[config.mk]
export PLATFORM = sky130hd
export DESIGN_NAME = event_readout_flat
export DESIGN_NICKNAME = d
export VERILOG_FILES = /design/src/event_builder_pkg.sv /design/src/buffer_port_if.sv /design/src/event_readout.sv /design/src/flat_wrapper.sv
export VERILOG_INCLUDE_DIRS = /design/src
export SDC_FILE = /design/constraint.sdc
export NUM_CORES = 1
export LEC_CHECK = 0
export ABC_CLOCK_PERIOD_IN_PS = 3800
export CAP_MARGIN = 20
export CORE_MARGIN = 3
export CORE_UTILIZATION = 60
export DETAILED_ROUTE_END_ITERATION = 8
export DONT_BUFFER_PORTS = 1
export HOLD_SLACK_MARGIN = 0.15
export PLACE_DENSITY = 0.72
export SLEW_MARGIN = 20
export SYNTH_ARGS = -nofsm -noshare
export SYNTH_HDL_FRONTEND = slang
export SYNTH_SLANG_ARGS = --single-unit
export TNS_END_PERCENT = 30
[constraint.sdc]
create_clock -name aclk -period 3.8 [get_ports aclk]
set_input_delay 0.57 -clock aclk [delete_from_list [all_inputs] [get_ports aclk]]
set_output_delay 0.57 -clock aclk [all_outputs]
set_load 0.01 [all_outputs]
[src/event_builder_defines.svh]
`ifndef EVENT_BUILDER_DEFINES_SVH
`define EVENT_BUILDER_DEFINES_SVH

// detector links feeding the builder
`define EB_NUM_LINKS 4

// width of one link word and of one buffer word
`define EB_DATA_W 32

// word offset inside one link region
`define EB_OFS_W 6
`define EB_REGION_WORDS 64

// link index, upper part of a buffer address
`define EB_LINK_W 2
`define EB_ADDR_W (`EB_LINK_W + `EB_OFS_W)

// four link writers plus the readout engine
`define EB_NUM_REQ 5

`endif
[src/event_builder_pkg.sv]
`default_nettype none

`include "event_builder_defines.svh"

package event_builder_pkg;

    // number of one detector link
    typedef logic [`EB_LINK_W-1:0] link_idx_t;

    // one buffer address
    // arbiter and RAM see a flat word index, the link side sees region and offset
    typedef union packed {
        logic [`EB_ADDR_W-1:0] flat;
        struct packed {
            link_idx_t             link;
            logic [`EB_OFS_W-1:0]  ofs;
        } fields;
    } buf_addr_u;

endpackage

`default_nettype wire

[src/buffer_port_if.sv]
`timescale 1ns/1ps
`default_nettype none

`include "event_builder_defines.svh"

// one requester port on the shared event buffer
interface buffer_port_if
    import event_builder_pkg::*;
();
    logic                  req;
    logic                  we;
    buf_addr_u             addr;
    logic [`EB_DATA_W-1:0] wdata;
    logic                  gnt;
    logic [`EB_DATA_W-1:0] rdata;
    logic                  rvalid;

    // held stable by the requester until gnt
    modport requester (output req, we, addr, wdata, input gnt, rdata, rvalid);

    modport arbiter (input req, we, addr, wdata, output gnt, rdata, rvalid);

endinterface

`default_nettype wire

[src/event_readout.sv]
`timescale 1ns/1ps
`default_nettype none

`include "event_builder_defines.svh"

module event_readout
    import event_builder_pkg::*;
(
    input  logic                    aclk,
    input  logic                    arst_n_i,
    input  logic                    start_i,
    input  logic [`EB_NUM_LINKS-1:0] link_mask_i,
    input  logic [`EB_OFS_W:0]      word_count_i [`EB_NUM_LINKS],
    buffer_port_if.requester        buf_port,
    output logic [`EB_DATA_W-1:0]   m_tdata_o,
    output logic                    m_tvalid_o,
    output logic                    m_tlast_o,
    input  logic                    m_tready_i,
    output logic                    release_o
);
    logic                  busy_q;
    link_idx_t             link_q;
    logic [`EB_OFS_W:0]    ofs_q;
    logic                  req_q;
    buf_addr_u             addr_q;
    logic                  inflight_q;
    logic                  inflight_last_q;
    logic                  out_valid_q;
    logic                  out_last_q;
    logic [`EB_DATA_W-1:0] out_data_q;
    logic                  release_q;
    link_idx_t             last_link;
    logic                  link_has_word;
    logic                  final_word;
    logic                  can_issue;

    // highest unmasked link that holds data carries tlast
    always_comb begin
        last_link = '0;
        for (int i = 0; i < `EB_NUM_LINKS; i++) begin
            if (!link_mask_i[i] && word_count_i[i] != '0) last_link = link_idx_t'(i);
        end
    end

    assign link_has_word = !link_mask_i[link_q] && (ofs_q < word_count_i[link_q]);
    assign final_word    = (link_q == last_link) && ((ofs_q + 1'b1) == word_count_i[link_q]);
    // one word in flight at a time, and only into an empty output register
    assign can_issue     = busy_q && !req_q && !inflight_q && !out_valid_q;

    always_ff @(posedge aclk or negedge arst_n_i) begin
        if (!arst_n_i) begin
            busy_q          <= 1'b0;
            link_q          <= '0;
            ofs_q           <= '0;
            req_q           <= 1'b0;
            inflight_q      <= 1'b0;
            inflight_last_q <= 1'b0;
            out_valid_q     <= 1'b0;
            out_last_q      <= 1'b0;
            release_q       <= 1'b0;
        end else begin
            release_q <= 1'b0;
            if (start_i && !busy_q) begin
                busy_q <= 1'b1;
                link_q <= '0;
                ofs_q  <= '0;
            end else if (can_issue) begin
                if (link_has_word) begin
                    req_q           <= 1'b1;
                    inflight_last_q <= final_word;
                    ofs_q           <= ofs_q + 1'b1;
                    if (final_word) busy_q <= 1'b0;
                end else if (link_q == link_idx_t'(`EB_NUM_LINKS - 1)) begin
                    // ran past the last region without data
                    busy_q    <= 1'b0;
                    release_q <= 1'b1;
                end else begin
                    link_q <= link_q + 1'b1;
                    ofs_q  <= '0;
                end
            end
            if (req_q && buf_port.gnt) begin
                req_q      <= 1'b0;
                inflight_q <= 1'b1;
            end
            if (inflight_q && buf_port.rvalid) begin
                inflight_q  <= 1'b0;
                out_valid_q <= 1'b1;
                out_last_q  <= inflight_last_q;
            end
            if (out_valid_q && m_tready_i) begin
                out_valid_q <= 1'b0;
                if (out_last_q) release_q <= 1'b1;
            end
        end
    end

    always_ff @(posedge aclk) begin
        if (can_issue && link_has_word) begin
            addr_q.fields.link <= link_q;
            addr_q.fields.ofs  <= ofs_q[`EB_OFS_W-1:0];
        end
        if (inflight_q && buf_port.rvalid) out_data_q <= buf_port.rdata;
    end

    assign buf_port.req   = req_q;
    assign buf_port.we    = 1'b0;
    assign buf_port.addr  = addr_q;
    assign buf_port.wdata = '0;

    assign m_tdata_o  = out_data_q;
    assign m_tvalid_o = out_valid_q;
    assign m_tlast_o  = out_last_q;
    assign release_o  = release_q;

endmodule

`default_nettype wire

[src/flat_wrapper.sv]
// flat-port wrapper written by rule: the top's interface ports become plain ports
module event_readout_flat import event_builder_pkg::*;
  (aclk, arst_n_i, start_i, link_mask_i, word_count_i, m_tdata_o, m_tvalid_o, m_tlast_o, m_tready_i, release_o, buf_port_req, buf_port_we, buf_port_addr, buf_port_wdata, buf_port_gnt, buf_port_rdata, buf_port_rvalid);
  buffer_port_if buf_port_i ();
  input  logic aclk;
  input  logic arst_n_i;
  input  logic start_i;
  input  logic [`EB_NUM_LINKS-1:0] link_mask_i;
  input  logic [`EB_OFS_W:0] word_count_i[`EB_NUM_LINKS];
  output logic [`EB_DATA_W-1:0] m_tdata_o;
  output logic m_tvalid_o;
  output logic m_tlast_o;
  input  logic m_tready_i;
  output logic release_o;
  output wire logic [$bits(buf_port_i.req)-1:0] buf_port_req;
  output wire logic [$bits(buf_port_i.we)-1:0] buf_port_we;
  output wire logic [$bits(buf_port_i.addr)-1:0] buf_port_addr;
  output wire logic [$bits(buf_port_i.wdata)-1:0] buf_port_wdata;
  input wire logic [$bits(buf_port_i.gnt)-1:0] buf_port_gnt;
  input wire logic [$bits(buf_port_i.rdata)-1:0] buf_port_rdata;
  input wire logic [$bits(buf_port_i.rvalid)-1:0] buf_port_rvalid;
  assign buf_port_req = buf_port_i.req;
  assign buf_port_we = buf_port_i.we;
  assign buf_port_addr = buf_port_i.addr;
  assign buf_port_wdata = buf_port_i.wdata;
  assign buf_port_i.gnt = buf_port_gnt;
  assign buf_port_i.rdata = buf_port_rdata;
  assign buf_port_i.rvalid = buf_port_rvalid;
  event_readout u_core (.aclk(aclk), .arst_n_i(arst_n_i), .start_i(start_i), .link_mask_i(link_mask_i), .word_count_i(word_count_i), .buf_port(buf_port_i), .m_tdata_o(m_tdata_o), .m_tvalid_o(m_tvalid_o), .m_tlast_o(m_tlast_o), .m_tready_i(m_tready_i), .release_o(release_o));
endmodule
==> results.yml <==
floorplanning:
  ios: 147
  die_h_um: 74.3
  initial_utilization_pct: 63.4
  coreArea_um2: 4410
  die_x_um: 74.3
  dieArea_um2: 5520
  num_rows: 24
sta:
  slew_violations: 0
  hold_viol_final: 0
  worst_slew_margin_rel_pct: 53.8
  fin_crit_ns: 3.35
  min_period_over_period_pct: 88.1
  tightest_slew_ns: 0.691
  setup_tns_ns: 0
  rsz0062_at_grt: "false"
  max_freq_mhz: 299
  setup_viol_count_final: 0
  skew_ns: 0.00490
min_path:
  worstHoldPathType: "in -> reg"
  whs_path_depth: 1
synth:
  synth_fa_ha_area_share_pct: 4.03
  synth-simple-area-share_pct: 6.35
  synthXorXnorAreaFrac_pct: 5.28
  yosysWarnings: 0
  synth_top_family_by_area: "buffers and inverters"
  synth_mux_area_share_pct: 8.68
  synth-main-ff-cell: "edfxtp_1"
  syn_inst: 200
  synth-edff-count: 40
  syn_avg_cell_area_um2: 14.0
  synthArstFlopShare_pct: 28.6
  synth_compound_area_share_pct: 7.51
  synth_area_um2: 2800
  ys_seq_elements: 56
  ys_seq_area_share_pct: 57.2
  ys_types: 40
grt:
  first_global_vias: 1465
  grt_overflow: 0
  grt_antenna_before_repair: 0
  grt_pass1_wl_um: 7200
  grt_max_degree: 33
  grtUsageTotal_pct: 17.5
placed_design:
  place.port_buffers: 0
  place_congestion: 0.958
  post-dp-hpwl_um: 4050
clock_tree:
  htreeDepth: 2
  insertion_delay_ns: 0.29
  clk_pin_slew_ns: 0.09
  clock_path_buffers: 2
  cts_made_buffers: 5
  cts.sinks: 56
  tritoncts: "built"
  root_buffer: "clkbuf_8"
  ctsResizeCount: 0
critical_path:
  cp_slowest_stage_delay_ns: 0.72
  slowest_stage: "dfrtp_1"
  crit_cells: 10
  cp_data_required_time_ns: 4.04
  crit_family: "compound AO/OA/AOI/OAI gates"
  crit_type: "reg -> reg"
  crit_buf_inv: 2
  crit_arrival_ns: 3.58
  cp-start-kind: "flop"
  path_cells: "mux4_1 > inv_1 > ha_1 > o21ai_0 > a21oi_1 > o31ai_1 > nand3_1 > inv_1 > o21ai_0 > a21bo_2"
  reg2reg_depth: 10
  crit_fanout: 14
  critPathCaptureType: "flop"
finish:
  fin_util_pct: 63.7
  multi_input_area_um2: 1010
  final_nets: 284
  nFillCells: 334
  area_delta_synth_final_pct: 0.581
  final_cell_mix: "edfxtp_1, conb_1, dfrtp_1"
  drive_gt1_share_pct: 6.80
  antenna_cells: 0
  seq_area_um2: 1600
  mostFrequentLayoutCell: "edfxtp_1"
job:
  max-cap-violations: 0
power_and_ir_drop:
  power_leakage_nw: 1.18
  p_per_area_nw_per_um2: 660
  ir_drop_v: 0.000384
detailed_routing:
  wl_um: 4950
  drt-pass1-iter-count: 4
  drt_iter0_markers: 97
  vias_per_cell: 6.01
  post_drt_wl_per_cell_um: 19.2
  drc: 0
  via_count: 1550
  ant_nets: 0
run_status:
  status: "finished clean"
[registers in the layout (all words and copies together) (netlist names), 2 cells and up]
signal and cells:
u_core.m_tdata_o 32, u_core.link_q 2, u_core.buf_port.addr 8, u_core.ofs_q 7
[through the flow]
step	power (mW)	hold WS [ns]	cells	instance area (um2)	setup WS, ns
after floorplan	1.47	0.274	232	2920	1.06
after CTS	1.87	0.354	258	2810	0.472
after global routing	1.98	0.344	258	2810	0.125
after global placement	1.54	0.275	249	2720	0.679
after detailed placement	1.58	0.275	249	2720	0.502
final	1.86	0.359	258	2810	0.453
[metal layers]
layer | vias up | global-route usage, % | part of all wire (%)
li1 | 685 | - | -
met3 | 8 | 6.89 | 11
met2 | 113 | 28.3 | 52
met1 | 744 | 21.9 | 35
met4 | 0 | 5.14 | 1.8
met5 | - | 0 | 0
[final timing paths]
path | to | start | slack [ns]
max | u_core.ofs_q[2] | u_core.link_q[0] | 0.45
min | u_core.inflight_q | buf_port_rvalid | 0.36
max reg2reg | u_core.ofs_q[2] | u_core.link_q[0] | 0.45
min reg2reg | u_core.inflight_last_q | u_core.inflight_last_q | 0.50
max in group asynchronous | u_core.ofs_q[5] | arst_n_i | 2.61
min in group asynchronous | u_core.m_tvalid_o | arst_n_i | 0.76
[logic make-up after synthesis]
family | Yosys count
other | 1
AO/OA/AOI/OAI | 30
flip-flops | 56
buffers and inverters | 45
XOR/XNOR | 12
multiplexers | 13
AND/OR/NAND/NOR | 34
adder cells (fa/ha/maj) | 9
[synthesized netlist by cell type (all sizes together), types with 5 or more instances]
| library cell | count | area (um2) |
|---|---|---|
| a21oi | 7 | 35.0 |
| nand3 | 7 | 35.0 |
| o21ai | 5 | 25.0 |
| buf | 35 | 264 |
| dfrtp | 16 | 400 |
| nor2 | 7 | 26.3 |
| xnor2 | 6 | 52.6 |
| inv | 10 | 37.5 |
| edfxtp | 40 | 1200 |
| ha | 9 | 113 |
| mux4 | 7 | 180 |
[worst register-to-register path: stages, from the launching register on]
cell	delay, ns
dfrtp_1	0.72
mux4_1	0.69
inv_1	0.09
ha_1	0.23
o21ai_0	0.16
a21oi_1	0.09
o31ai_1	0.30
nand3_1	0.23
inv_1	0.44
o21ai_0	0.15
a21bo_2	0.21
[what timing repair did]
item,4_1_cts,5_1_grt
setup endpoints to repair,0,0
buffers inserted,0,0
hold buffers,1,0
hold endpoints to repair,16,0
[layout make-up]
| class | instances | area share (%) |
|---|---|---|
| sequential | 56 | 56.9 |
| multi-input combinational | 131 | 36.1 |
| timing repair buffer | 1 | 0.356 |
| clock inverter | 2 | 0.445 |
| tap | 52 | 2.31 |
| clock buffer | 6 | 2.58 |
| inverter | 10 | 1.33 |
[where the power goes]
group / internal, mW / switching, mW
Sequential: 0.819 / 0.173
Combinational: 0.266 / 0.304
Clock: 0.129 / 0.166
(Power assumes the default switching activity.)
