--- src/event_builder_defines.svh ---
`ifndef EVENT_BUILDER_DEFINES_SVH
`define EVENT_BUILDER_DEFINES_SVH

// detector links feeding the builder
`define EB_NUM_LINKS 4

// width of one link word and of one buffer word
`define EB_DATA_W 32

// word offset inside one link region
`define EB_OFS_W 6
`define EB_REGION_WORDS 64

// link index, upper part of a buffer address
`define EB_LINK_W 2
`define EB_ADDR_W (`EB_LINK_W + `EB_OFS_W)

// four link writers plus the readout engine
`define EB_NUM_REQ 5

`endif
--- src/event_builder_pkg.sv ---
`default_nettype none

`include "event_builder_defines.svh"

package event_builder_pkg;

    // number of one detector link
    typedef logic [`EB_LINK_W-1:0] link_idx_t;

    // one buffer address
    // arbiter and RAM see a flat word index, the link side sees region and offset
    typedef union packed {
        logic [`EB_ADDR_W-1:0] flat;
        struct packed {
            link_idx_t             link;
            logic [`EB_OFS_W-1:0]  ofs;
        } fields;
    } buf_addr_u;

endpackage

`default_nettype wire

--- src/buffer_port_if.sv ---
`timescale 1ns/1ps
`default_nettype none

`include "event_builder_defines.svh"

// one requester port on the shared event buffer
interface buffer_port_if
    import event_builder_pkg::*;
();
    logic                  req;
    logic                  we;
    buf_addr_u             addr;
    logic [`EB_DATA_W-1:0] wdata;
    logic                  gnt;
    logic [`EB_DATA_W-1:0] rdata;
    logic                  rvalid;

    // held stable by the requester until gnt
    modport requester (output req, we, addr, wdata, input gnt, rdata, rvalid);

    modport arbiter (input req, we, addr, wdata, output gnt, rdata, rvalid);

endinterface

`default_nettype wire

--- src/link_writer.sv ---
`timescale 1ns/1ps
`default_nettype none

`include "event_builder_defines.svh"

module link_writer
    import event_builder_pkg::*;
(
    input  logic                  aclk,
    input  logic                  arst_n_i,
    input  link_idx_t             link_id_i,
    input  logic                  active_i,
    input  logic [`EB_DATA_W-1:0] s_tdata_i,
    input  logic                  s_tvalid_i,
    input  logic                  s_tlast_i,
    output logic                  s_tready_o,
    buffer_port_if.requester      buf_port,
    input  logic                  release_i,
    output logic                  done_o,
    output logic [`EB_OFS_W:0]    word_count_o,
    output logic                  overflow_o
);
    logic                  pend_q;
    logic                  pend_last_q;
    logic [`EB_DATA_W-1:0] data_q;
    logic [`EB_OFS_W:0]    count_q;
    logic                  done_q;
    logic                  overflow_q;
    logic                  region_full;
    logic                  accept;
    buf_addr_u             wr_addr;

    // inactive links swallow everything
    assign s_tready_o  = !active_i || (!pend_q && !done_q);
    assign accept      = active_i && s_tvalid_i && !pend_q && !done_q;
    assign region_full = (count_q >= `EB_REGION_WORDS);

    // region of this link, next free word
    always_comb begin
        wr_addr.fields.link = link_id_i;
        wr_addr.fields.ofs  = count_q[`EB_OFS_W-1:0];
    end

    always_ff @(posedge aclk or negedge arst_n_i) begin
        if (!arst_n_i) begin
            pend_q      <= 1'b0;
            pend_last_q <= 1'b0;
            count_q     <= '0;
            done_q      <= 1'b0;
            overflow_q  <= 1'b0;
        end else begin
            if (pend_q && buf_port.gnt) begin
                pend_q  <= 1'b0;
                count_q <= count_q + 1'b1;
                done_q  <= pend_last_q;
            end else if (accept) begin
                if (region_full) begin
                    // no room left, word is dropped but the fragment can still end here
                    overflow_q <= 1'b1;
                    done_q     <= s_tlast_i;
                end else begin
                    pend_q      <= 1'b1;
                    pend_last_q <= s_tlast_i;
                end
            end
            if (release_i) begin
                done_q  <= 1'b0;
                count_q <= '0;
            end
        end
    end

    always_ff @(posedge aclk) begin
        if (accept && !region_full) data_q <= s_tdata_i;
    end

    assign buf_port.req   = pend_q;
    assign buf_port.we    = 1'b1;
    assign buf_port.addr  = wr_addr;
    assign buf_port.wdata = data_q;

    assign done_o       = done_q;
    assign word_count_o = count_q;
    assign overflow_o   = overflow_q;

endmodule

`default_nettype wire

--- src/flat_wrapper.sv ---
// flat-port wrapper written by rule: the top's interface ports become plain ports
module link_writer_flat import event_builder_pkg::*;
  (aclk, arst_n_i, link_id_i, active_i, s_tdata_i, s_tvalid_i, s_tlast_i, s_tready_o, release_i, done_o, word_count_o, overflow_o, buf_port_req, buf_port_we, buf_port_addr, buf_port_wdata, buf_port_gnt, buf_port_rdata, buf_port_rvalid);
  buffer_port_if buf_port_i ();
  input  logic aclk;
  input  logic arst_n_i;
  input  link_idx_t link_id_i;
  input  logic active_i;
  input  logic [`EB_DATA_W-1:0] s_tdata_i;
  input  logic s_tvalid_i;
  input  logic s_tlast_i;
  output logic s_tready_o;
  input  logic release_i;
  output logic done_o;
  output logic [`EB_OFS_W:0] word_count_o;
  output logic overflow_o;
  output wire logic [$bits(buf_port_i.req)-1:0] buf_port_req;
  output wire logic [$bits(buf_port_i.we)-1:0] buf_port_we;
  output wire logic [$bits(buf_port_i.addr)-1:0] buf_port_addr;
  output wire logic [$bits(buf_port_i.wdata)-1:0] buf_port_wdata;
  input wire logic [$bits(buf_port_i.gnt)-1:0] buf_port_gnt;
  input wire logic [$bits(buf_port_i.rdata)-1:0] buf_port_rdata;
  input wire logic [$bits(buf_port_i.rvalid)-1:0] buf_port_rvalid;
  assign buf_port_req = buf_port_i.req;
  assign buf_port_we = buf_port_i.we;
  assign buf_port_addr = buf_port_i.addr;
  assign buf_port_wdata = buf_port_i.wdata;
  assign buf_port_i.gnt = buf_port_gnt;
  assign buf_port_i.rdata = buf_port_rdata;
  assign buf_port_i.rvalid = buf_port_rvalid;
  link_writer u_core (.aclk(aclk), .arst_n_i(arst_n_i), .link_id_i(link_id_i), .active_i(active_i), .s_tdata_i(s_tdata_i), .s_tvalid_i(s_tvalid_i), .s_tlast_i(s_tlast_i), .s_tready_o(s_tready_o), .buf_port(buf_port_i), .release_i(release_i), .done_o(done_o), .word_count_o(word_count_o), .overflow_o(overflow_o));
endmodule
--- config.mk ---
export PLATFORM = sky130hd
export DESIGN_NAME = link_writer_flat
export DESIGN_NICKNAME = d
export VERILOG_FILES = /design/src/event_builder_pkg.sv /design/src/buffer_port_if.sv /design/src/link_writer.sv /design/src/flat_wrapper.sv
export VERILOG_INCLUDE_DIRS = /design/src
export SDC_FILE = /design/constraint.sdc
export NUM_CORES = 1
export LEC_CHECK = 0
export ABC_CLOCK_PERIOD_IN_PS = 1950
export BUFFER_PORTS_ARGS = -buffer_cell sky130_fd_sc_hd__buf_2
export CAP_MARGIN = 5
export CORE_ASPECT_RATIO = 1.25
export CORE_MARGIN = 2
export CORE_UTILIZATION = 38
export CTS_CLUSTER_DIAMETER = 200
export DETAILED_ROUTE_END_ITERATION = 7
export PLACE_DENSITY = 0.85
export SYNTH_ARGS = -nofsm -noshare
export SYNTH_HDL_FRONTEND = slang
export SYNTH_SLANG_ARGS = --single-unit
--- constraint.sdc ---
create_clock -name aclk -period 1.95 [get_ports aclk]
set_input_delay 0.39 -clock aclk [delete_from_list [all_inputs] [get_ports aclk]]
set_output_delay 0.39 -clock aclk [all_outputs]
set_load 0.05 [all_outputs]
==> flow_results.org, run 1 <==
** Run status
- Status :: complete, no violations

** Synthesis
- Number of flops mapped to enable cells by yosys :: 32
- For this run, the number of Yosys warnings is 0.
- The cell area that synthesis handed to floorplanning was around 1600 um^2.
- For this run, the register share of the synthesized area comes to 79.0%.
- Post-synthesis net count :: 168
- Number of register bits inferred by synthesis :: 43
- Leading area contributor after synthesis :: sky130_fd_sc_hd__edfxtp_1
- Top-area cell type share of the netlist area :: 61.4%
- Post-synth top flop :: sky130_fd_sc_hd__edfxtp_1
- Yosys mapped the design onto 24 distinct sky130hd cell types.
- Async set-reset flop share out of synthesis :: 25.6%
- In the synthesized netlist, the cells that appear most often are 32 x sky130_fd_sc_hd__edfxtp_1, 11 x sky130_fd_sc_hd__dfrtp_1, 9 x sky130_fd_sc_hd__buf_4, 5 x sky130_fd_sc_hd__a21oi_1, 5 x sky130_fd_sc_hd__o21ai_0.
- Most numerous cell in the Yosys netlist :: sky130_fd_sc_hd__edfxtp_1
- Mean area per synthesized cell :: 16.8 um^2
- Gate count after technology mapping :: between 90 and 100
- Dominant cells by area after synthesis :: sky130_fd_sc_hd__edfxtp_1 61%, sky130_fd_sc_hd__dfrtp_1 18%, sky130_fd_sc_hd__buf_4 4.3%

** Power and ir drop
- Largest vdd supply drop :: 417 uV
- Power per Cell Area :: between 900 and 1000 nW/um^2
- The design draws 1.91 mW.
- Leakage power summed over all cells :: 0.951 nW

** Finish
- The area growth from synthesis to layout is 35.3%.
- Final standard cell count with taps included and fillers excluded :: 236
- After filler insertion, the fill cell instance count of the layout stands at between 300 and 400.
- Area of combinational cells with multiple inputs :: between 200 and 300 um^2
- Fraction of final layout cells with drive strength greater than 1 :: 57.2%
- For this run, the post-layout net count is 254.
- Sequential cell area in the final layout :: 1240 um^2
- 0 antenna diodes ended up in the layout.

** Global route
- The via count of the first global-routing pass was between 900 and 1k.
- In the global route stage, overall resource usage came out at between 10% and 20%.
- The initial antenna violation count is 0.
- Sum of overflow across all layers after global routing :: 0
- Entering global routing, the biggest net connects 34 pins.
- First-pass GRT wire length :: 4.39 mm

** Clock network
- CTS Root Buffer Type :: sky130_fd_sc_hd__clkbuf_8
- The H-tree was split into 2 levels.
- Number of buffers on the longest clock path :: 2
- For this design, the sink count on the clock tree is 43.
- TritonCTS built the clock tree.
- Post-CTS setup buffer count :: 0
- Register clock-pin slew on the reported worst setup and hold paths :: ~0.08 ns
- Clock latency on the worst-skew pair, taken at its later pin, is 0.28 ns.
- TritonCTS buffer count :: 5

** Route
- DRC violation count after routing :: 0
- After detailed routing, the average wire length per cell comes to 13.2 um.
- Summing over every cut layer, the via total after detailed routing is 1060.
- Number of detailed-route iterations in the first pass :: 4
- Total detailed-routing wirelength :: 3.13 mm
- After detailed routing, the number of vias per cell comes to 4.49.
- The count of nets left with antenna violations once routing finished came out at 0.
- In this run, the number of DRC markers left after iteration 0 of detailed routing was 63.

** Worst hold path
- In this run the worst hold path is classified as input port to flip-flop.

** Timing
- Setup violations remaining at the end of the flow were counted as 0.
- Shortest period the worst path allows :: 1.60 ns
- Final count of hold timing violations :: 0
- Static timing analysis puts the maximum clock frequency at between 0.6 and 0.7 GHz.
- After layout, the worst setup slack is 0.347 ns.
- Max Clock Skew :: roughly 0.0035 ns
- Unrepaired setup endpoints after global routing :: false
- Setup_tns :: 0 ns
- Final Cycle Share :: 82.2%
- Max-slew violation count :: 0

** Worst setup path
- Of all nets on the critical path, the largest fanout is 9.
- Worst setup path category :: flip-flop to output port
- Data on the critical path is required at its endpoint by 1.56 ns.
- Reg2Reg Launch Point :: u_core.buf_port.req
- Destination of the critical timing path :: s_tready_o
- Critical path launch point :: u_core.buf_port.req
- The worst register-to-register path ends at u_core.buf_port.wdata[9].
- Setup slack on the worst reg-to-reg path comes out at 0.44 ns.
- Data arrival, critical path :: between 1 and 1.5 ns
- Kind of launch point of the worst setup path :: flip-flop
- Setup crit end kind :: output port
- For the worst flop-to-flop path, the logic depth is 3.

** Placed design
- Hpwl dp :: 2.43 mm
- At the placement stage, the worst setup path has a slack of 0.437 ns.
- Counting tap cells, the placed design contains a total of 227 instances.
- GP Congestion :: 0.770
- Port Buffers :: 87

** Floorplan
- I/O Pins :: roughly 130
- The floorplan step defined a die boundary enclosing 4650 um^2.
- The floorplan step defined a core boundary enclosing 4030 um^2.
- Once the floorplan was initialized, standard cells occupied 38.8% of the core.
- Vertical die dimension :: 75.8 um
- Floorplan die width :: 61.4 um
- After floorplanning, the core was divided into 26 placement rows.

** Job
- The tool flagged a number of max-cap violations equal to 0.
## metrics by stage
| stage | hold slack, ns | util (%) | area (um^2) |
|---|---|---|---|
| floorplan | 0.0944 | - | 1570 |
| global placement | 0.267 | 50.1 | 2020 |
| detailed placement | 0.272 | 50.1 | 2020 |
| CTS | 0.264 | 52.5 | 2120 |
| global route | 0.254 | 52.5 | 2120 |
| finish | 0.279 | 52.5 | 2120 |
## worst max-delay path: stages, from the launching register on
cell,delay (ns)
sky130_fd_sc_hd__dfrtp_2,0.47
sky130_fd_sc_hd__o21ai_1,0.18
sky130_fd_sc_hd__buf_2,0.28
## per-layer routing
| layer | up-vias | track usage [%] | wire (um) |
|---|---|---|---|
| li1 | 500 | - | - |
| met3 | 2 | 5.77 | 492 |
| met5 | - | 0 | 0 |
| met4 | 0 | 6.38 | 26 |
| met2 | 80 | 23.3 | 1520 |
| met1 | 478 | 13.7 | 1090 |
## layout make-up
cell class                      instances  area share (%)
Clock buffer                            6            3.43
Clock inverter                          2           0.591
Inverter                                2           0.355
Multi-Input combinational cell         38            11.8
Sequential cell                        43            58.5
Tap cell                               56            3.31
Timing Repair Buffer                   89            22.0
## worst min-delay path by stage
stage / startpoint / to / cells after the start
floorplan: arst_n_i / u_core.buf_port.req / 0
global placement: arst_n_i / u_core.word_count_o[0] / 1
detailed placement: arst_n_i / u_core.word_count_o[1] / 1
CTS: s_tdata_i[11] / u_core.buf_port.wdata[11] / 1
global route: s_tdata_i[11] / u_core.buf_port.wdata[11] / 1
finish: s_tdata_i[11] / u_core.buf_port.wdata[11] / 1
## flip-flops by register name (all words and copies together) (netlist names)
name	flops
u_core.pend_last_q	1
u_core.buf_port.req	1
u_core.overflow_o	1
u_core.word_count_o	7
u_core.buf_port.wdata	32
u_core.done_o	1
## report_power, final
part           leakage (nW)  total [mW]  internal (mW)  switching [mW]
logic                 0.467       0.318         0.0880           0.230
registers             0.442        1.07           1.04          0.0246
clock network        0.0412       0.521          0.250           0.271
total                 0.951        1.91           1.38           0.526
## cells by family after synthesis
group,count (synthesis),synth area share [%]
XOR/XNOR,2,1.12
adder cells (fa/ha/maj),1,0.799
flip-flops,43,79.0
AND/OR/NAND/NOR,20,8.07
AO/OA/AOI/OAI,13,4.80
other,1,0.240
multiplexers,1,0.959
buffers and inverters,12,5.04
## layout by cell type (no fill, tap or decap)
| master | instances |
|---|---|
| sky130_fd_sc_hd__nand2_1 | 4 |
| sky130_fd_sc_hd__inv_1 | 2 |
| sky130_fd_sc_hd__and2_2 | 1 |
| sky130_fd_sc_hd__clkinv_2 | 1 |
| sky130_fd_sc_hd__o21ai_1 | 1 |
| sky130_fd_sc_hd__nand3_1 | 4 |
| sky130_fd_sc_hd__or3_1 | 4 |
| sky130_fd_sc_hd__o21ai_0 | 4 |
| sky130_fd_sc_hd__a21o_1 | 1 |
| sky130_fd_sc_hd__a21o_2 | 1 |
| sky130_fd_sc_hd__xnor2_1 | 1 |
| sky130_fd_sc_hd__clkbuf_8 | 5 |
| sky130_fd_sc_hd__nor2b_4 | 1 |
| sky130_fd_sc_hd__xor2_1 | 1 |
| sky130_fd_sc_hd__buf_12 | 1 |
| sky130_fd_sc_hd__nor2_1 | 3 |
| sky130_fd_sc_hd__mux2_4 | 1 |
| sky130_fd_sc_hd__nand4_2 | 1 |
| sky130_fd_sc_hd__dfrtp_2 | 2 |
| sky130_fd_sc_hd__ha_1 | 1 |
| sky130_fd_sc_hd__and4bb_4 | 1 |
| sky130_fd_sc_hd__buf_2 | 87 |
| sky130_fd_sc_hd__clkinvlp_4 | 1 |
| sky130_fd_sc_hd__clkbuf_1 | 1 |
| sky130_fd_sc_hd__edfxtp_1 | 32 |
| sky130_fd_sc_hd__dlygate4sd3_1 | 1 |
| sky130_fd_sc_hd__a311oi_1 | 1 |
| sky130_fd_sc_hd__nor3_1 | 1 |
| sky130_fd_sc_hd__dfrtp_1 | 9 |
| sky130_fd_sc_hd__a21oi_1 | 5 |
| sky130_fd_sc_hd__conb_1 | 1 |
## what timing repair did
action,CTS,global route
hold buffers,1,0
resized for setup,0,0
hold endpoints to repair,11,0
(Power assumes the default switching activity.)
==> inputs of run 2 (changes only) <==
Settings changed: ABC_CLOCK_PERIOD_IN_PS 1950 to 1500.
Clock period 1.95 ns to 1.5 ns, I/O delays scaled along.
==> flow_results.org, run 2 (same netlist as run 1, synthesis figures left out) <==
** Worst hold path
- Tightest Hold Check Type :: input port to flip-flop
- Cell depth of the worst hold path :: 1 (unchanged)

** Clock network
- Register clock-pin slew on the reported worst setup and hold paths :: 0.08 ns (about the same)
- TritonCTS built the clock tree.
- The number of clock sinks came to 43 (unchanged).
- Count of H-tree levels built during CTS :: 2 (unchanged)
- The clock latency on the worst-skew pair came to 0.29 ns (about the same).
- CTS Root Buffer Type :: sky130_fd_sc_hd__clkbuf_8
- Number of buffers on the longest clock path :: 2 (unchanged)
- The clock buffer count from CTS is 5 (unchanged).

** Route
- DRC violation count after routing :: 0 (unchanged)
- Routed wirelength normalized by instance count :: 12.6 um (-4.8%)
- Total detailed-routing wirelength :: 3.05 mm (-2.4%)
- Total number of vias :: 1093 (+3.1%)
- Initial detailed-routing violation count :: 34 (-46%)
- The antenna violation net count after detailed routing was 0 (unchanged).
- The via-per-instance ratio came to 4.52 (+0.56%).
- The first-pass detailed-route iteration total is 4 (unchanged).

** Finish
- Leading cell types in the layout, fill and taps excluded :: 86 x sky130_fd_sc_hd__buf_2, 32 x sky130_fd_sc_hd__edfxtp_1, 7 x sky130_fd_sc_hd__dfrtp_1
- Number of antenna repair diodes :: 0 (unchanged)
- Fraction of final layout cells with drive strength greater than 1 :: 60.8% (+3.5 points)
- Utilization after layout :: 55.5% (+3.0 points)
- Most common cell after layout, fill and taps aside :: sky130_fd_sc_hd__buf_2
- Number of fill cells in the layout :: 343 (-3.4%)
- The area growth from synthesis to layout is 42.9%.
- The number of flip-flops in the largest register is 32 (unchanged).
- Count of nets after finishing :: 260 (+2.4%)

** Global route
- The total routing resource utilization after global routing came to 12.0% (-1.4 points).
- The global-route wire length before repair was 4.07 mm (-7.2%).
- Number of antenna violations at the first check in global routing :: 0 (unchanged)
- The residual overflow from global routing was 0 (unchanged).
- Maximum number of pins on one net before global-route repair :: 33 (-2.9%)
- The via count of the first global-routing pass came to 978 (-1.3%).

** Placed design
- The number of port buffers came to 87 (unchanged).
- Place WS :: 0.0466 ns (-0.390 ns)
- The HPWL reported at the end of detailed placement came to 2.30 mm (-5.3%).
- GP Congestion :: 0.713 (-7.4%)

** Worst setup path
- Length in cells of the worst reg-to-reg path :: 4 (+1)
- The endpoint arrival time on the critical path was 1.48 ns (+0.27 ns).
- The biggest cell delay along the critical path is 0.40 ns (-0.07 ns).
- STA classifies the critical path startpoint as a flip-flop.
- Largest driver fanout on the critical path :: 8 (-1)
- Setup crit end kind :: flip-flop
- Req. time, crit path :: 1.51 ns (-0.05 ns)
- List of cells traversed by the critical path :: and4bb_4 -> nor2b_4 -> buf_12 -> clkbuf_16
- The slowest stage of the critical path belongs to the cell sky130_fd_sc_hd__dfrtp_2.
- Worst setup path category :: flip-flop to flip-flop

** Timing
- Shortest period the worst path allows :: 1.47 ns
- The tightest hold margin is 0.182 ns (-0.0970 ns).
- Setup repair after global routing could not meet its margin everywhere.
- The final setup skew came to 0.00743 ns (+0.00394 ns).
- Of the available clock period, the critical path in the final layout requires 98.3%.
- Final critical-path setup slack :: 0.0252 ns (-0.321 ns)
- Max-slew violation count :: 0 (unchanged)
- The setup violation total in the final timing report came to 0 (unchanged).
- The number of hold violations in the final report is 0 (unchanged).
- Derived from the worst setup path, the maximum achievable clock frequency is 0.678 GHz.

** Job
- Number of max-capacitance violations reported :: 0 (unchanged)

** Floorplan
- The die outline height was 75.8 um (unchanged).
- Area of the core region :: 4030 um^2 (unchanged)
- I/O Pins :: 126 (unchanged)
- Starting density of the core :: 38.8% (unchanged)
- The site row count was 26 (unchanged).
- Floorplan die width :: 61.4 um (unchanged)
- The die area came to 4650 um^2 (unchanged).

** Power and ir drop
- The worst IR drop on VDD is 514 uV (+23%).
- The static power due to leakage was 0.999 nW (+5.1%).
- Overall power after layout :: 2.57 mW (+35%)
- Power per Cell Area :: 1150 nW/um^2 (+27%)

** Run status
- The flow ran to the end, and the final reports show no timing, DRC or antenna violations.
## run 2: cell count changes in the layout (fill, tap and decap cells not counted), sizes merged
cell      previous run  this run
buf                 88        92
clkbuf               6         7
clkinv               1         0
clkinvlp             1         2
inv                  2         3
## run 2: final timing paths
| check | startpoint | endpoint | slack [ns] |
|---|---|---|---|
| setup reg to reg | u_core.done_o | u_core.buf_port.wdata[24] | 0.03 |
| min in group asynchronous | arst_n_i | u_core.word_count_o[2] | 0.40 |
| hold reg to reg | u_core.overflow_o | u_core.overflow_o | 0.46 |
| setup / recovery | u_core.done_o | u_core.buf_port.wdata[24] | 0.03 |
| max in group asynchronous | arst_n_i | u_core.word_count_o[1] | 0.88 |
| hold / removal | s_tdata_i[12] | u_core.buf_port.wdata[12] | 0.18 |
## run 2: routing by layer
metal	share of wire, %	GRT usage [%]	vias up
li1	-	-	516
met1	34	10.8	501
met2	50	22.3	74
met3	15	6.96	2
met4	0.69	3.55	0
met5	0	0	-
## run 2: per-stage QoR
| stage | std cells | cell area, um^2 | TNS, ns |
|---|---|---|---|
| after global routing | 242 | 2240 | -0.0676 |
| after global placement | 229 | 2040 | 0 |
| after detailed placement | 229 | 2040 | 0 |
| after floorplan | 93 | 1570 | -12.35 |
| after CTS | 238 | 2150 | 0 |
| final | 242 | 2240 | 0 |
## run 2: repair_timing
item | in CTS | in global routing
pin swaps | 0 | 1
buffers inserted | 0 | 1
resized for setup | 3 | 1
endpoints found under the hold margin | 11 | 0
cloned | 0 | 3
setup endpoints to repair | 1 | 33
hold buffers | 1 | 0
## run 2: cell type report
| cell class | instances | area, um^2 | share of cell area, % |
|---|---|---|---|
| flip-flops and latches | 43 | 1240 | 55.5 |
| repair buffers | 95 | 572 | 25.6 |
| multi-input cells | 38 | 254 | 11.4 |
| well taps | 56 | 70.1 | 3.13 |
| clock buffers | 5 | 68.8 | 3.08 |
| clock inverters | 3 | 23.8 | 1.06 |
| inverters | 2 | 7.51 | 0.336 |
## run 2: power by group
part | switching, mW | internal, mW | leakage, nW
sequential | 0.0229 | 1.36 | 0.439
combinational | 0.318 | 0.159 | 0.519
clock | 0.380 | 0.332 | 0.0408
## run 2: critical path, delay by kind of cell, from the launching register on
family                 cells  cell delay (ns)
and+or+nand+nor            2             0.50
DFF                        1             0.40
buffers and inverters      2             0.29
==> inputs of run 3 (changes only) <==
Settings changed: ABC_CLOCK_PERIOD_IN_PS 1500 to 1300, CORE_UTILIZATION 38 to 35, PLACE_DENSITY 0.85 to not set, PLACE_DENSITY_LB_ADDON set to 0.05.
Clock period 1.5 ns to 1.3 ns, I/O delays scaled along.
==> flow_results.org, run 3 (same netlist as run 1, synthesis figures left out) <==
** Clock network
- Clock sinks :: 43 (unchanged)
- The H-tree depth is 2 (unchanged).
- The clock buffer count from CTS came to 5 (unchanged).
- CTS Root Buffer Type :: sky130_fd_sc_hd__clkbuf_8
- The clock transition time at the flip-flop clock pins of the worst setup and hold paths came to 0.08 ns (about the same).
- Later-pin clock latency in the skew report :: 0.29 ns (about the same)
- Number of buffers on the longest clock path :: 2 (unchanged)
- TritonCTS clock tree :: yes

** Timing
- Final count of negative-setup-slack endpoints :: 34 (+34)
- The tightest hold margin came to 0.143 ns (-0.0395 ns).
- Max Clock Freq :: 0.687 GHz (+1.3%)
- The max-slew violation total from the final report came to 0 (unchanged).
- The final worst-path setup slack came to -0.156 ns (-0.182 ns).
- The minimum clock period is 1.46 ns (-0.0183 ns).
- The share of the clock period used by the worst path was 112% (+14 points).
- Unrepaired setup endpoints after global routing :: true
- The number of hold violations in the final report is 0 (unchanged).
- Max Clock Skew :: 0.00457 ns (-0.00286 ns)

** Run status
- Failing checks :: setup timing
- Status :: finished with violations

** Worst setup path
- Slowest stage cell, crit path :: sky130_fd_sc_hd__dfrtp_2
- Largest driver fanout on the critical path :: 7 (-1)
- Worst setup path category :: flip-flop to flip-flop
- Req. time, crit path :: 1.31 ns (-0.20 ns)
- The worst setup path is captured at a flip-flop.
- The buffering stage count on the worst path with inverters included came to 2 (unchanged).
- The setup slack on the worst flop-to-flop path is -0.16 ns (-0.18 ns).
- The signal on the critical path passes through and4bb_4 -> nor2b_4 -> buf_12 -> clkbuf_16.
- Worst path max stage delay :: 0.41 ns (about the same)
- The kind of cell with the highest combined delay along the critical path is simple AND/OR/NAND/NOR gates.
- The endpoint arrival time on the critical path came to 1.47 ns (about the same).
- Kind of launch point of the worst setup path :: flip-flop

** Worst hold path
- Tightest Hold Check Type :: input port to flip-flop

** Finish
- Leading cell types in the layout, fill and taps excluded :: 79 x sky130_fd_sc_hd__buf_2, 32 x sky130_fd_sc_hd__edfxtp_1, 8 x sky130_fd_sc_hd__dfrtp_2
- The library cell used most frequently in the layout, excluding fill and tap cells, is sky130_fd_sc_hd__buf_2.
- Area growth from synthesis to layout :: 47.0%
- Area of all placed cells without fillers :: 2300 um^2 (+2.9%)
- Number of fill cells in the layout :: 400 (+17%)
- The share of cells above drive strength 1 came to 63.5% (+2.7 points).
- Number of antenna repair diodes :: 0 (unchanged)
- Count of nets after finishing :: 263 (+1.2%)
- The number of flip-flops in the largest register was 32 (unchanged).

** Global route
- The total routing resource utilization after global routing is 12.3% (+0.27 points).
- Maximum number of pins on one net before global-route repair :: 29 (-12%)
- First-pass GRT wire length :: 4.59 mm (+13%)
- The initial antenna violation count was 0 (unchanged).
- Sum of overflow across all layers after global routing :: 0 (unchanged)
- The via count of the first global-routing pass came to 963 (-1.5%).

** Floorplan
- Total number of placement rows :: 27 (+3.8%)
- The starting density of the core came to 35.9% (-2.9 points).
- Floorplan die width :: 63.8 um (+3.9%)
- Overall die area :: 5030 um^2 (+8.1%)
- Area of the core region :: 4360 um^2 (+8.0%)
- The die outline height is 78.8 um (+4.0%).
- I/O Pins :: 126 (unchanged)

** Power and ir drop
- The static power due to leakage was 1.01 nW (+0.83%).
- Overall power after layout :: 2.97 mW (+16%)
- Largest vdd supply drop :: 634 uV (+23%)
- Power per Cell Area :: 1290 nW/um^2 (+13%)

** Placed design
- The number of port buffers was 87 (unchanged).
- GP Congestion :: 0.773 (+8.3%)
- The total cell area at the placement stage came to 2070 um^2 (+1.7%).
- Place WS :: -0.144 ns (-0.191 ns)
- The HPWL reported at the end of detailed placement was 2.38 mm (+3.6%).

** Route
- The antenna violation net count after detailed routing is 0 (unchanged).
- The final wirelength is 3.23 mm (+5.8%).
- The via count is 1090 (-0.27%).
- The first-pass detailed-route iteration total came to 3 (-1).
- Routed wirelength normalized by instance count :: 13.1 um (+3.7%)
- The via-per-instance ratio was 4.41 (-2.3%).
- DRC violation count after routing :: 0 (unchanged)
- The iteration-0 DRC count of the detailed router is 68 (+100%).

** Job
- Number of max-capacitance violations reported :: 0 (unchanged)
-- run 3: changes by cell type in the layout (fill, tap and decap cells not counted) --
| cell | previous run | this run |
|---|---|---|
| sky130_fd_sc_hd__buf_2 | 86 | 79 |
| sky130_fd_sc_hd__clkbuf_4 | 0 | 5 |
| sky130_fd_sc_hd__buf_4 | 1 | 5 |
| sky130_fd_sc_hd__dfrtp_1 | 7 | 3 |
| sky130_fd_sc_hd__dfrtp_2 | 4 | 8 |
| sky130_fd_sc_hd__buf_8 | 0 | 2 |
| sky130_fd_sc_hd__buf_6 | 3 | 2 |
| sky130_fd_sc_hd__clkbuf_1 | 0 | 1 |
| sky130_fd_sc_hd__clkinv_2 | 0 | 1 |
| sky130_fd_sc_hd__clkinvlp_4 | 2 | 1 |
| sky130_fd_sc_hd__ha_1 | 1 | 0 |
| sky130_fd_sc_hd__ha_4 | 0 | 1 |
| sky130_fd_sc_hd__inv_6 | 1 | 0 |
-- run 3: power breakdown --
| group | switching [mW] | total [mW] | internal, mW |
|---|---|---|---|
| clock network | 0.427 | 0.802 | 0.375 |
| registers | 0.0272 | 1.59 | 1.56 |
| logic | 0.373 | 0.578 | 0.206 |
| total | 0.827 | 2.97 | 2.15 |
-- run 3: area by class of cell --
type                            instances  area [um^2]  area share (%)
Clock buffer                            6         72.6            3.15
Clock inverter                          2         12.5           0.544
Inverter                                2         7.51           0.326
Timing Repair Buffer                   98          623            27.1
Tap cell                               58         72.6            3.15
Sequential cell                        43         1250            54.2
Multi-Input combinational cell         38          267            11.6
-- run 3: repair_timing --
item | CTS | global route
pin swaps | 0 | 2
setup buffers | 0 | 2
cloned | 0 | 3
hold buffers | 1 | 0
hold endpoints to repair | 11 | 0
setup endpoints to repair | 37 | 45
resized for setup | 5 | 11
-- run 3: path summary, 6_finish.rpt --
kind / from / to / cells after the start
max: u_core.buf_port.req / u_core.buf_port.wdata[22] / 4
min: s_tdata_i[2] / u_core.buf_port.wdata[2] / 1
max reg2reg: u_core.buf_port.req / u_core.buf_port.wdata[22] / 4
min reg2reg: u_core.overflow_o / u_core.overflow_o / 1
max in group asynchronous: arst_n_i / u_core.word_count_o[6] / 2
min in group asynchronous: arst_n_i / u_core.word_count_o[0] / 2
-- run 3: per-stage QoR --
| step | cells | util (%) | setup TNS, ns |
|---|---|---|---|
| after floorplan | 93 | - | -19.66 |
| after global placement | 233 | 47.6 | -3.66 |
| after detailed placement | 233 | 47.6 | -4.43 |
| after CTS | 242 | 50.0 | -5.55 |
| after global routing | 247 | 52.8 | -6.10 |
| final | 247 | 52.8 | -4.70 |
-- run 3: routing by layer --
metal	global-route usage [%]	share of wire [%]	routed length, um
met3	4.67	8.8	285
met5	0	0	0
met2	21.4	55	1770
met4	5.87	1.7	55
met1	13.0	35	1120
